==> src/hdl/plic_defs.svh <==
`ifndef PLIC_DEFS_SVH
`define PLIC_DEFS_SVH

// Sizes
`define PLIC_SOURCE_COUNT       2
`define PLIC_TARGET_COUNT       2
`define PLIC_PRIO_WIDTH         3
`define PLIC_SOURCE_WIDTH       2

// Bus geometry
`define PLIC_REG_OFFSET_WIDTH   24
`define XLEN                    32

// ------------------------------------------------------------
// Register map offsets, low 24 address bits
// ------------------------------------------------------------

// Priority word per source, source 0 sits at the base and is reserved
`define PLIC_OFS_PRIO_BASE      24'h000000
`define PLIC_OFS_PENDING        24'h001000

// One enable word per target
`define PLIC_OFS_IE_BASE        24'h002000
`define PLIC_OFS_IE_STRIDE      24'h000080

// Per-target context holds threshold then claim/complete
`define PLIC_OFS_TH_BASE        24'h200000
`define PLIC_OFS_CTX_STRIDE     24'h001000
`define PLIC_OFS_CLAIM          24'h000004

`endif

==> src/hdl/plic_bus_pkg.sv <==
`include "plic_defs.svh"

package plic_bus_pkg;

    // Full bus address, only the low offset bits are decoded
    typedef logic [31:0] bus_addr_t;

    // Read and write data word
    typedef logic [`XLEN-1:0] bus_data_t;

endpackage

==> src/hdl/plic_irq_pkg.sv <==
`include "plic_defs.svh"

package plic_irq_pkg;

    // Source priority, also used for target thresholds
    typedef logic [`PLIC_PRIO_WIDTH-1:0] prio_t;

    // Source number, 0 means no source
    typedef logic [`PLIC_SOURCE_WIDTH-1:0] src_idx_t;

    // One bit per real source, bit 0 is source 1
    typedef logic [`PLIC_SOURCE_COUNT-1:0] src_mask_t;

endpackage

==> src/hdl/plic_regs.sv <==
`timescale 1ns/10ps

`include "plic_defs.svh"

module plic_regs (
    input  logic                                             clk,
    input  logic                                             rst_n,

    // Data bus slave port
    input  logic                                             bus_cyc_i,
    input  logic                                             bus_we_i,
    input  plic_bus_pkg::bus_addr_t                          bus_addr_i,
    input  plic_bus_pkg::bus_data_t                          bus_wdata_i,
    input  logic                                             plic_sel_i,
    output plic_bus_pkg::bus_data_t                          bus_rdata_o,
    output logic                                             bus_ack_o,

    // Gateway and target side
    input  plic_irq_pkg::src_mask_t                          pending_i,
    input  plic_irq_pkg::src_idx_t  [`PLIC_TARGET_COUNT-1:0] claim_idx_i,
    output plic_irq_pkg::src_mask_t [`PLIC_TARGET_COUNT-1:0] ie_o,
    output plic_irq_pkg::prio_t     [`PLIC_SOURCE_COUNT-1:0] prio_o,
    output plic_irq_pkg::prio_t     [`PLIC_TARGET_COUNT-1:0] prio_th_o,
    output logic                    [`PLIC_TARGET_COUNT-1:0] claim_req_o,
    output logic                    [`PLIC_TARGET_COUNT-1:0] complete_req_o,
    output plic_irq_pkg::src_idx_t  [`PLIC_TARGET_COUNT-1:0] complete_idx_o
);

    import plic_bus_pkg::*;
    import plic_irq_pkg::*;

    localparam int OFS_W = `PLIC_REG_OFFSET_WIDTH;
    typedef logic [OFS_W-1:0] ofs_t;

    ofs_t       reg_addr;
    logic       reg_rd_req;
    logic       reg_wr_req;
    bus_data_t  reg_r_data;
    bus_data_t  rdata_q;
    logic       ack_q;

    // Programmable state
    prio_t     [`PLIC_SOURCE_COUNT-1:0] prio_q;
    src_mask_t [`PLIC_TARGET_COUNT-1:0] ie_q;
    prio_t     [`PLIC_TARGET_COUNT-1:0] th_q;

    logic [`PLIC_SOURCE_COUNT-1:0] prio_wr;
    logic [`PLIC_TARGET_COUNT-1:0] ie_wr;
    logic [`PLIC_TARGET_COUNT-1:0] th_wr;

    // Offsets for zero-based real source s and target t
    function automatic ofs_t prio_ofs(int s);
        return ofs_t'(`PLIC_OFS_PRIO_BASE + 4 * (s + 1));
    endfunction

    function automatic ofs_t ie_ofs(int t);
        return ofs_t'(`PLIC_OFS_IE_BASE + t * `PLIC_OFS_IE_STRIDE);
    endfunction

    function automatic ofs_t th_ofs(int t);
        return ofs_t'(`PLIC_OFS_TH_BASE + t * `PLIC_OFS_CTX_STRIDE);
    endfunction

    function automatic ofs_t claim_ofs(int t);
        return ofs_t'(`PLIC_OFS_TH_BASE + t * `PLIC_OFS_CTX_STRIDE + `PLIC_OFS_CLAIM);
    endfunction

    assign reg_addr   = bus_addr_i[OFS_W-1:0];
    assign reg_rd_req = bus_cyc_i & plic_sel_i & ~bus_we_i;
    assign reg_wr_req = bus_cyc_i & plic_sel_i & bus_we_i;

    // ------------------------------------------------------------
    // Read decode
    // ------------------------------------------------------------
    // Unmatched offsets and reserved source 0 read as zero
    always_comb begin
        reg_r_data  = '0;
        claim_req_o = '0;
        if (reg_rd_req) begin
            if (reg_addr == ofs_t'(`PLIC_OFS_PENDING)) begin
                reg_r_data[`PLIC_SOURCE_COUNT:1] = pending_i;
            end
            for (int s = 0; s < `PLIC_SOURCE_COUNT; s++) begin
                if (reg_addr == prio_ofs(s)) begin
                    reg_r_data[`PLIC_PRIO_WIDTH-1:0] = prio_q[s];
                end
            end
            for (int t = 0; t < `PLIC_TARGET_COUNT; t++) begin
                if (reg_addr == ie_ofs(t)) begin
                    reg_r_data[`PLIC_SOURCE_COUNT:1] = ie_q[t];
                end
                if (reg_addr == th_ofs(t)) begin
                    reg_r_data[`PLIC_PRIO_WIDTH-1:0] = th_q[t];
                end
                // Reading the claim word is the claim itself
                if (reg_addr == claim_ofs(t)) begin
                    reg_r_data[`PLIC_SOURCE_WIDTH-1:0] = claim_idx_i[t];
                    claim_req_o[t] = 1'b1;
                end
            end
        end
    end

    // ------------------------------------------------------------
    // Write decode
    // ------------------------------------------------------------
    always_comb begin
        prio_wr        = '0;
        ie_wr          = '0;
        th_wr          = '0;
        complete_req_o = '0;
        complete_idx_o = '0;
        if (reg_wr_req) begin
            for (int s = 0; s < `PLIC_SOURCE_COUNT; s++) begin
                prio_wr[s] = (reg_addr == prio_ofs(s));
            end
            for (int t = 0; t < `PLIC_TARGET_COUNT; t++) begin
                ie_wr[t] = (reg_addr == ie_ofs(t));
                th_wr[t] = (reg_addr == th_ofs(t));
                if (reg_addr == claim_ofs(t)) begin
                    complete_req_o[t] = 1'b1;
                    complete_idx_o[t] = bus_wdata_i[`PLIC_SOURCE_WIDTH-1:0];
                end
            end
        end
    end

    // Register update truncates written values to field width
    always_ff @(posedge clk or negedge rst_n) begin
        if (!rst_n) begin
            prio_q <= '0;
            ie_q   <= '0;
            th_q   <= '0;
        end else begin
            for (int s = 0; s < `PLIC_SOURCE_COUNT; s++) begin
                if (prio_wr[s]) begin
                    prio_q[s] <= bus_wdata_i[`PLIC_PRIO_WIDTH-1:0];
                end
            end
            for (int t = 0; t < `PLIC_TARGET_COUNT; t++) begin
                if (ie_wr[t]) begin
                    ie_q[t] <= bus_wdata_i[`PLIC_SOURCE_COUNT:1];
                end
                if (th_wr[t]) begin
                    th_q[t] <= bus_wdata_i[`PLIC_PRIO_WIDTH-1:0];
                end
            end
        end
    end

    // ------------------------------------------------------------
    // Bus response
    // ------------------------------------------------------------
    // A held read acks every other cycle
    always_ff @(posedge clk or negedge rst_n) begin
        if (!rst_n) begin
            ack_q <= 1'b0;
        end else begin
            ack_q <= reg_rd_req & ~ack_q;
        end
    end

    always_ff @(posedge clk or negedge rst_n) begin
        if (!rst_n) begin
            rdata_q <= '0;
        end else if (reg_rd_req && !ack_q) begin
            rdata_q <= reg_r_data;
        end
    end

    assign bus_rdata_o = rdata_q;
    assign bus_ack_o   = reg_wr_req | ack_q;   // writes ack in the same cycle

    assign ie_o      = ie_q;
    assign prio_o    = prio_q;
    assign prio_th_o = th_q;

endmodule

==> src/hdl/plic_gateway.sv <==
`timescale 1ns/10ps

`include "plic_defs.svh"

module plic_gateway (
    input  logic                                            clk,
    input  logic                                            rst_n,
    input  plic_irq_pkg::src_mask_t                         irq_src_i,
    input  logic                   [`PLIC_TARGET_COUNT-1:0] claim_req_i,
    input  logic                   [`PLIC_TARGET_COUNT-1:0] complete_req_i,
    input  plic_irq_pkg::src_idx_t [`PLIC_TARGET_COUNT-1:0] complete_idx_i,
    input  plic_irq_pkg::src_idx_t [`PLIC_TARGET_COUNT-1:0] claim_idx_i,
    output plic_irq_pkg::src_mask_t                         pending_o
);

    import plic_irq_pkg::*;

    src_mask_t pending_q;
    src_mask_t in_service_q;
    src_mask_t claim_hit;
    src_mask_t complete_hit;

    // Collect claims and completions from all targets per source
    always_comb begin
        claim_hit    = '0;
        complete_hit = '0;
        for (int t = 0; t < `PLIC_TARGET_COUNT; t++) begin
            for (int s = 0; s < `PLIC_SOURCE_COUNT; s++) begin
                if (claim_req_i[t] && claim_idx_i[t] == src_idx_t'(s + 1)) begin
                    claim_hit[s] = 1'b1;
                end
                if (complete_req_i[t] && complete_idx_i[t] == src_idx_t'(s + 1)) begin
                    complete_hit[s] = 1'b1;
                end
            end
        end
    end

    // Level sources latch only while not in service
    always_ff @(posedge clk or negedge rst_n) begin
        if (!rst_n) begin
            pending_q    <= '0;
            in_service_q <= '0;
        end else begin
            pending_q    <= (pending_q | (irq_src_i & ~in_service_q)) & ~claim_hit;
            in_service_q <= (in_service_q | claim_hit) & ~complete_hit;
        end
    end

    assign pending_o = pending_q;

endmodule

==> src/hdl/plic_target.sv <==
`timescale 1ns/10ps

`include "plic_defs.svh"

module plic_target (
    input  plic_irq_pkg::src_mask_t                          pending_i,
    input  plic_irq_pkg::src_mask_t [`PLIC_TARGET_COUNT-1:0] ie_i,
    input  plic_irq_pkg::prio_t     [`PLIC_SOURCE_COUNT-1:0] prio_i,
    input  plic_irq_pkg::prio_t     [`PLIC_TARGET_COUNT-1:0] prio_th_i,
    output plic_irq_pkg::src_idx_t  [`PLIC_TARGET_COUNT-1:0] claim_idx_o,
    output logic                    [`PLIC_TARGET_COUNT-1:0] irq_o
);

    import plic_irq_pkg::*;

    // ------------------------------------------------------------
    // Best-source search per target
    // ------------------------------------------------------------
    always_comb begin
        prio_t    best_prio;
        src_idx_t best_idx;

        claim_idx_o = '0;
        irq_o       = '0;
        for (int t = 0; t < `PLIC_TARGET_COUNT; t++) begin
            best_prio = '0;
            best_idx  = '0;
            // Strict compare keeps the lower source number on a tie
            for (int s = 0; s < `PLIC_SOURCE_COUNT; s++) begin
                if (pending_i[s] && ie_i[t][s] &&
                    (best_idx == '0 || prio_i[s] > best_prio)) begin
                    best_prio = prio_i[s];
                    best_idx  = src_idx_t'(s + 1);
                end
            end

            // Only a source strictly above threshold is offered
            if (best_idx != '0 && best_prio > prio_th_i[t]) begin
                claim_idx_o[t] = best_idx;
            end
            irq_o[t] = (claim_idx_o[t] != '0);
        end
    end

endmodule

==> src/hdl/plic_top.sv <==
`timescale 1ns/10ps

`include "plic_defs.svh"

module plic_top (
    input  logic                                   clk,
    input  logic                                   rst_n,

    // Data bus slave port
    input  logic                                   bus_cyc_i,
    input  logic                                   bus_we_i,
    input  plic_bus_pkg::bus_addr_t                bus_addr_i,
    input  plic_bus_pkg::bus_data_t                bus_wdata_i,
    input  logic                                   plic_sel_i,
    output plic_bus_pkg::bus_data_t                bus_rdata_o,
    output logic                                   bus_ack_o,

    // Interrupt lines
    input  plic_irq_pkg::src_mask_t                irq_src_i,
    output logic          [`PLIC_TARGET_COUNT-1:0] irq_o
);

    import plic_irq_pkg::*;

    src_mask_t [`PLIC_TARGET_COUNT-1:0] ie;
    prio_t     [`PLIC_SOURCE_COUNT-1:0] prio;
    prio_t     [`PLIC_TARGET_COUNT-1:0] prio_th;
    src_mask_t                          pending;
    src_idx_t  [`PLIC_TARGET_COUNT-1:0] claim_idx;
    src_idx_t  [`PLIC_TARGET_COUNT-1:0] complete_idx;
    logic      [`PLIC_TARGET_COUNT-1:0] claim_req;
    logic      [`PLIC_TARGET_COUNT-1:0] complete_req;

    plic_regs plic_regs_i (
        .clk            (clk),
        .rst_n          (rst_n),
        .bus_cyc_i      (bus_cyc_i),
        .bus_we_i       (bus_we_i),
        .bus_addr_i     (bus_addr_i),
        .bus_wdata_i    (bus_wdata_i),
        .plic_sel_i     (plic_sel_i),
        .bus_rdata_o    (bus_rdata_o),
        .bus_ack_o      (bus_ack_o),
        .pending_i      (pending),
        .claim_idx_i    (claim_idx),
        .ie_o           (ie),
        .prio_o         (prio),
        .prio_th_o      (prio_th),
        .claim_req_o    (claim_req),
        .complete_req_o (complete_req),
        .complete_idx_o (complete_idx)
    );

    plic_gateway plic_gateway_i (
        .clk            (clk),
        .rst_n          (rst_n),
        .irq_src_i      (irq_src_i),
        .claim_req_i    (claim_req),
        .complete_req_i (complete_req),
        .complete_idx_i (complete_idx),
        .claim_idx_i    (claim_idx),
        .pending_o      (pending)
    );

    plic_target plic_target_i (
        .pending_i      (pending),
        .ie_i           (ie),
        .prio_i         (prio),
        .prio_th_i      (prio_th),
        .claim_idx_o    (claim_idx),
        .irq_o          (irq_o)
    );

endmodule

==> config.mk <==
export PLATFORM = sky130hd
export DESIGN_NAME = plic_top
export DESIGN_NICKNAME = d
export VERILOG_FILES = /design/src/hdl/plic_bus_pkg.sv /design/src/hdl/plic_irq_pkg.sv /design/src/hdl/plic_regs.sv /design/src/hdl/plic_gateway.sv /design/src/hdl/plic_target.sv /design/src/hdl/plic_top.sv
export VERILOG_INCLUDE_DIRS = /design/src /design/src/hdl
export SDC_FILE = /design/constraint.sdc
export NUM_CORES = 1
export LEC_CHECK = 0
export BUFFER_PORTS_ARGS = -buffer_cell sky130_fd_sc_hd__buf_4
export CAP_MARGIN = 20
export CORE_ASPECT_RATIO = 2
export CORE_MARGIN = 5
export CORE_UTILIZATION = 47
export DETAILED_ROUTE_END_ITERATION = 8
export PLACE_DENSITY = 0.91
export REMOVE_ABC_BUFFERS = 1
export SYNTH_ARGS = -nofsm -noshare
export SYNTH_HDL_FRONTEND = slang
export SYNTH_HIERARCHICAL = 1
export SYNTH_SLANG_ARGS = --single-unit
==> constraint.sdc <==
create_clock -name clk -period 3.4 [get_ports clk]
set_input_delay 0.34 -clock clk [delete_from_list [all_inputs] [get_ports clk]]
set_output_delay 0.34 -clock clk [all_outputs]
set_load 0.05 [all_outputs]
# == Yosys cells after proc, flatten, opt, wreduce, memory -nomap -nowiden ==
# Index checks and enable logic that the tools add are counted.
# word_totals
memories,0
in_bits,71
ram_bits,0
rom_bits,0
latchBits,0
ff_bits,24
out_inout_bits,35
word_cells,111
# op_classes
bitwise,15
n_shift,0
n_div,0
mul,0
n_reduce_logical,26
magnitude_cmp,4
add_sub_neg,0
n_mux,39
n_eq_ne,17
# ops
op,n
24-bit by 22-bit == test with 1-bit output (second input constant),4
24-bit by 14-bit == test with 1-bit output (second input constant),2
2-bit 2-to-1 mux,16
3-bit 2-to-1 mux,10
24-bit by 13-bit == test with 1-bit output (second input constant),1
24-bit by 3-bit == test with 1-bit output (second input constant),1
24-bit by 4-bit == test with 1-bit output (second input constant),1
1-bit logical AND,17
3-bit > comparator,4
1-bit 2-to-1 mux,12
2-bit by 1-bit == test with 1-bit output (second input constant),4
2-bit == test (second input constant),4
2-bit nonzero test,4
2-bit bitwise AND,3
2-bit NOT,3
1-bit bitwise AND,4
2-bit logical NOT,2
4-bit 2-to-1 mux,1
2-bit OR,2
1-bit logical OR,2
1-bit NOT,2
1-bit logical NOT,1
1-bit OR,1

# == Depth between registers and ports, before layout ==
# logic_depth
word_depth,15
depth_mapped,14
mapped_depth_nobuf,14

# == By module ==
# Netlist, hierarchy kept.
# modules_own_cells
mod,n_inst,cells_per_inst,area_each_um2,seq_area_each_um2
plic_regs,1,169,1540.2,500.5
plic_target,1,59,450.4,0.0
plic_gateway,1,22,211.5,100.1

# == Worst setup path after synthesis ==
# Ideal clock, no wire load.
# synth_timing
path_type,register to output
from,"register plic_gateway_i.pending_q[0], in the netlist plic_gateway_i/pending_o[0]"
to,output port irq_o[0]
n_path_buf,0
stages_incl_launch_ff,12
required_time_ns,3.060
path_slack_ns,0.121
arrival_ns,2.939
path_cell_list,dfrtp_1 -> nand3_1 -> ha_1 -> and3_2 -> a211oi_4 -> nor2_2 -> a22o_1 -> ha_1 -> nor2b_1 -> o21a_1 -> o21ai_0 -> a21oi_1
# synth_via
elab_chain_cells,10
word_cells_on_any_way,14
classes_between,order compare: 2; mux: 5; reduce/logical: 7
# synth_lines
item,line,source
from (decl),plic_gateway.sv:18,src_mask_t pending_q;
from (signal assigned),plic_gateway.sv:45,pending_q <= (pending_q | (irq_src_i & ~in_service_q)) & ~claim_hit;
1-bit logical AND *,plic_target.sv:30,if (pending_i[s] && ie_i[t][s] &&
3-bit 2-to-1 mux or 1-bit 2-to-1 mux (tied branches),plic_target.sv:30,
3-bit > comparator or 2-bit logical NOT (tied branches),plic_target.sv:31,(best_idx == '0 || prio_i[s] > best_prio)) begin
1-bit logical OR,plic_target.sv:31,
1-bit logical AND,plic_target.sv:30,
3-bit 2-to-1 mux or 2-bit 2-to-1 mux (tied branches),plic_target.sv:30,
3-bit > comparator or 2-bit nonzero test (tied branches),plic_target.sv:38,if (best_idx != '0 && best_prio > prio_th_i[t]) begin
1-bit logical AND,plic_target.sv:38,
2-bit 2-to-1 mux *,plic_target.sv:38,
2-bit nonzero test *,plic_target.sv:41,irq_o[t] = (claim_idx_o[t] != '0);
to (decl),plic_top.sv:20,output logic [`PLIC_TARGET_COUNT-1:0] irq_o
# Mark *: on every way between the ends. The rest lies on a longest branch, timed or not.

==> flow_summary.yaml <==
min_path:
  holdPathStages: 3
  hp-class: "input port to flop"
floorplanning:
  dieArea_um2: 6237
  rows: 35
  io_pins: 106
  start_util_pct: 47.89
  design.core.area_um2: 4598
  fp.dieW_um: 58.40
  die-height_um: 106.8
worst_setup_path:
  cp.required_ns: 3.56
  r2r_cells: 14
  start_kind: "flop"
  cp.depth: 14
  crit_family: "compound AO/OA/AOI/OAI gates"
  end_kind: "flop"
  path_class: "flop to flop"
  slowest_stage: "dfrtp_2"
  cp.arrival_ns: 3.61
  crit_top_cell: "ha_4"
  max_stage_delay_ns: 0.47
  path_cells: "and3_4 > ha_4 > nand3b_1 > a211oi_4 > nor2_2 > a22o_4 > ha_4 > nor2b_1 > o21a_1 > o21ai_2 > and2b_1 > inv_1 > o221ai_1 > a21o_1"
  timing.critical_path.buf_inv: 1
  path_max_fanout: 8
logic_synthesis:
  yosysWarningCount: 6
  synth_edf_count: 0
  ys.flop_type: "dfrtp_1"
  synth_seq_area_share_pct: 27.27
  mappedNetlistArea_um2: 2202
  syn-instance-count: 250
  ys_async_sr_fraction_pct: 100.0
  post-synth-top-count-cell: "buf_4"
  synth_top_area_share_pct: 27.27
  ys_types: 50
  synth_area_leaders: "dfrtp_1, buf_4, mux2_2"
  ys_ff_latch: 24
  avgSynthCellArea_um2: 8.808
  synth_common_cells: "buf_4, dfrtp_1, nand2_1"
  synth_top_cell_by_area: "dfrtp_1"
status:
  run_status: "complete, but fails checks"
  violations: "negative setup slack"
cts:
  htree_levels: 1
  numCtsBuffers: 3
  clock_latency_ns: 0.27
  cts-root-buf: "clkbuf_8"
  cts_buffer_depth: 2
  clkTransAtPathRegs_ns: 0.08
  cts.sinks: 24
  cts_tree: "built"
sta:
  period_needed_ns: 3.445
  setup-violations-final: 1
  rsz0062_at_grt: "yes"
  finClkSkew_ns: 0.001773
  finalHoldViolCount: 0
  tightest_slew_ns: 0.6823
  drv_slew: 0
  slew_headroom_pct: 53.34
  setup-tns-final_ns: -0.04489
  worst_slack_ns: -0.04489
  period_share_pct: 101.3
  fmax_ghz: 0.2903
drt:
  num_vias: 2181
  ant_nets: 0
  drc: 0
  routedWlPerCell_um: 18.34
  drt_pass1_iterations: 4
  first_iter_violations: 182
  wirelength_um: 6657
  vias_per_cell: 6.008
placed_design:
  hpwl_um: 4804
  placed_area_um2: 2500
  routabilityCongestion: 0.9694
  port_buffers: 39
  dp.cells: 348
global_route:
  grt_max_degree: 25
  grt_pass1_vias: 2189
  grt_pass1_wl_um: 9708
  antenna_found_initial: 0
  grt_usage_pct: 20.09
  overflow: 0
layout:
  nets: 392
  final_area_um2: 2839
  num_antenna_cells: 0
  drive_gt1_share_pct: 39.29
  area_delta_synth_final_pct: 28.92
  final_cells: 363
  num-fill-cells: 372
power:
  ir_drop_v: 0.0002378
  p_sw_mw: 0.2125
  seqPwrFrac_pct: 41.6
  swShare_pct: 30.57
  pwr-share-comb_pct: 22.6
  power_frac_clock_pct: 35.9
  p_int_mw: 0.4828
  powerDensity_nw_per_um2: 244.9
  power_mw: 0.6954
  p_leak_nw: 1.263
job:
  drv_cap: 0
kinds of logic after synthesis:
logic type | Yosys count | synth area share (%)
simple gates | 113 | 30.91
buf+inv | 43 | 12.27
mux | 15 | 7.670
compound gates | 42 | 14.89
flops | 24 | 27.27
fa+ha+maj | 12 | 6.818
other cells | 1 | 0.1703
stage by stage:
stage | hold slack (ns) | utilization, % | worst slack [ns]
after floorplan | 0.04441 | - | 0.1208
after global placement | 0.2494 | 54.37 | 0.02524
after detailed placement | 0.2534 | 54.37 | -0.08858
after CTS | 0.3109 | 56.24 | 0.04152
after global routing | 0.3724 | 61.74 | -0.08996
final | 0.3104 | 61.74 | -0.04489
final timing paths:
kind / start / to / slack (ns)
setup / recovery: plic_gateway_i/pending_o[0]$_DFF_PN0_ / plic_regs_i/bus_rdata_o[1]$_DFFE_PN0P_ / -0.04
hold / removal: irq_src_i[0] / plic_gateway_i/pending_o[0]$_DFF_PN0_ / 0.31
setup reg to reg: plic_gateway_i/pending_o[0]$_DFF_PN0_ / plic_regs_i/bus_rdata_o[1]$_DFFE_PN0P_ / -0.04
hold reg to reg: plic_gateway_i/in_service_q[1]$_DFF_PN0_ / plic_gateway_i/in_service_q[1]$_DFF_PN0_ / 0.53
max in group asynchronous: rst_n / plic_gateway_i/pending_o[0]$_DFF_PN0_ / 2.64
min in group asynchronous: rst_n / plic_regs_i/ie_o[0]$_DFFE_PN0P_ / 0.50
repair_timing:
action / in CTS / in global routing
buffers inserted: 0 / 10
endpoints found under the hold margin: 24 / 0
pin swaps: 0 / 9
setup endpoints to repair: 6 / 8
resized for setup: 4 / 29
hold buffers: 1 / 0
metal layers:
layer	routed length [um]	GRT usage [%]	part of all wire, %	vias up
met5	0	0	0	-
met4	452	16.75	6.8	0
met3	569	3.614	8.5	43
met2	3505	36.08	53	138
met1	2130	18.43	32	1018
li1	-	-	-	982
area by class of cell:
type | instances | area (um^2) | share of cell area [%]
Inverter | 11 | 41.29 | 1.454
Tap cell | 55 | 68.82 | 2.424
Clock inverter | 1 | 30.03 | 1.058
Sequential cell | 24 | 605.6 | 21.33
Multi-Input combinational cell | 211 | 1607 | 56.59
Timing Repair Buffer | 58 | 445.4 | 15.69
Clock buffer | 3 | 41.29 | 1.454
power groups by stage:
stage	registers, mW	logic (mW)	clock network, mW
2_1_floorplan	0.301	0.0893	0
3_3_place_gp	0.294	0.150	0
3_5_place_dp	0.295	0.152	0
4_1_cts	0.289	0.154	0.253
5_1_grt	0.290	0.165	0.260
6_report	0.289	0.157	0.249
sequential cells by signal, summed over array words and instances, names as in the netlist:
signal,cells
plic_gateway_i/pending_o,2
plic_regs_i/prio_o,6
plic_regs_i/bus_rdata_o,3
plic_regs_i/ie_o,4
plic_regs_i/ack_q,1
plic_regs_i/prio_th_o,6
plic_gateway_i/in_service_q,2
tightest hold or removal path, stage by stage:
cell     delay, ns
buf_4         0.08
a21oi_1       0.05
nor2_1        0.07
placed cells by master (no fill, tap or decap), drive strengths merged, types with 3 or more instances in the layout:
| cell | Yosys | routed |
|---|---|---|
| o21a | 3 | 3 |
| nor2b | 4 | 4 |
| and3 | 12 | 12 |
| or4 | 4 | 4 |
| nor3 | 8 | 8 |
| nand3b | 9 | 9 |
| a22o | 4 | 4 |
| ha | 12 | 12 |
| nor2 | 16 | 16 |
| nand3 | 15 | 15 |
| a21oi | 6 | 6 |
| nand2 | 23 | 23 |
| a22oi | 4 | 4 |
| inv | 11 | 11 |
| and2 | 3 | 3 |
| conb | 1 | 29 |
| clkbuf | 3 | 3 |
| o21ai | 9 | 9 |
| mux2 | 15 | 15 |
| dfrtp | 24 | 24 |
| buf | 29 | 57 |
| nor4 | 9 | 9 |
(Power assumes the default switching activity.)
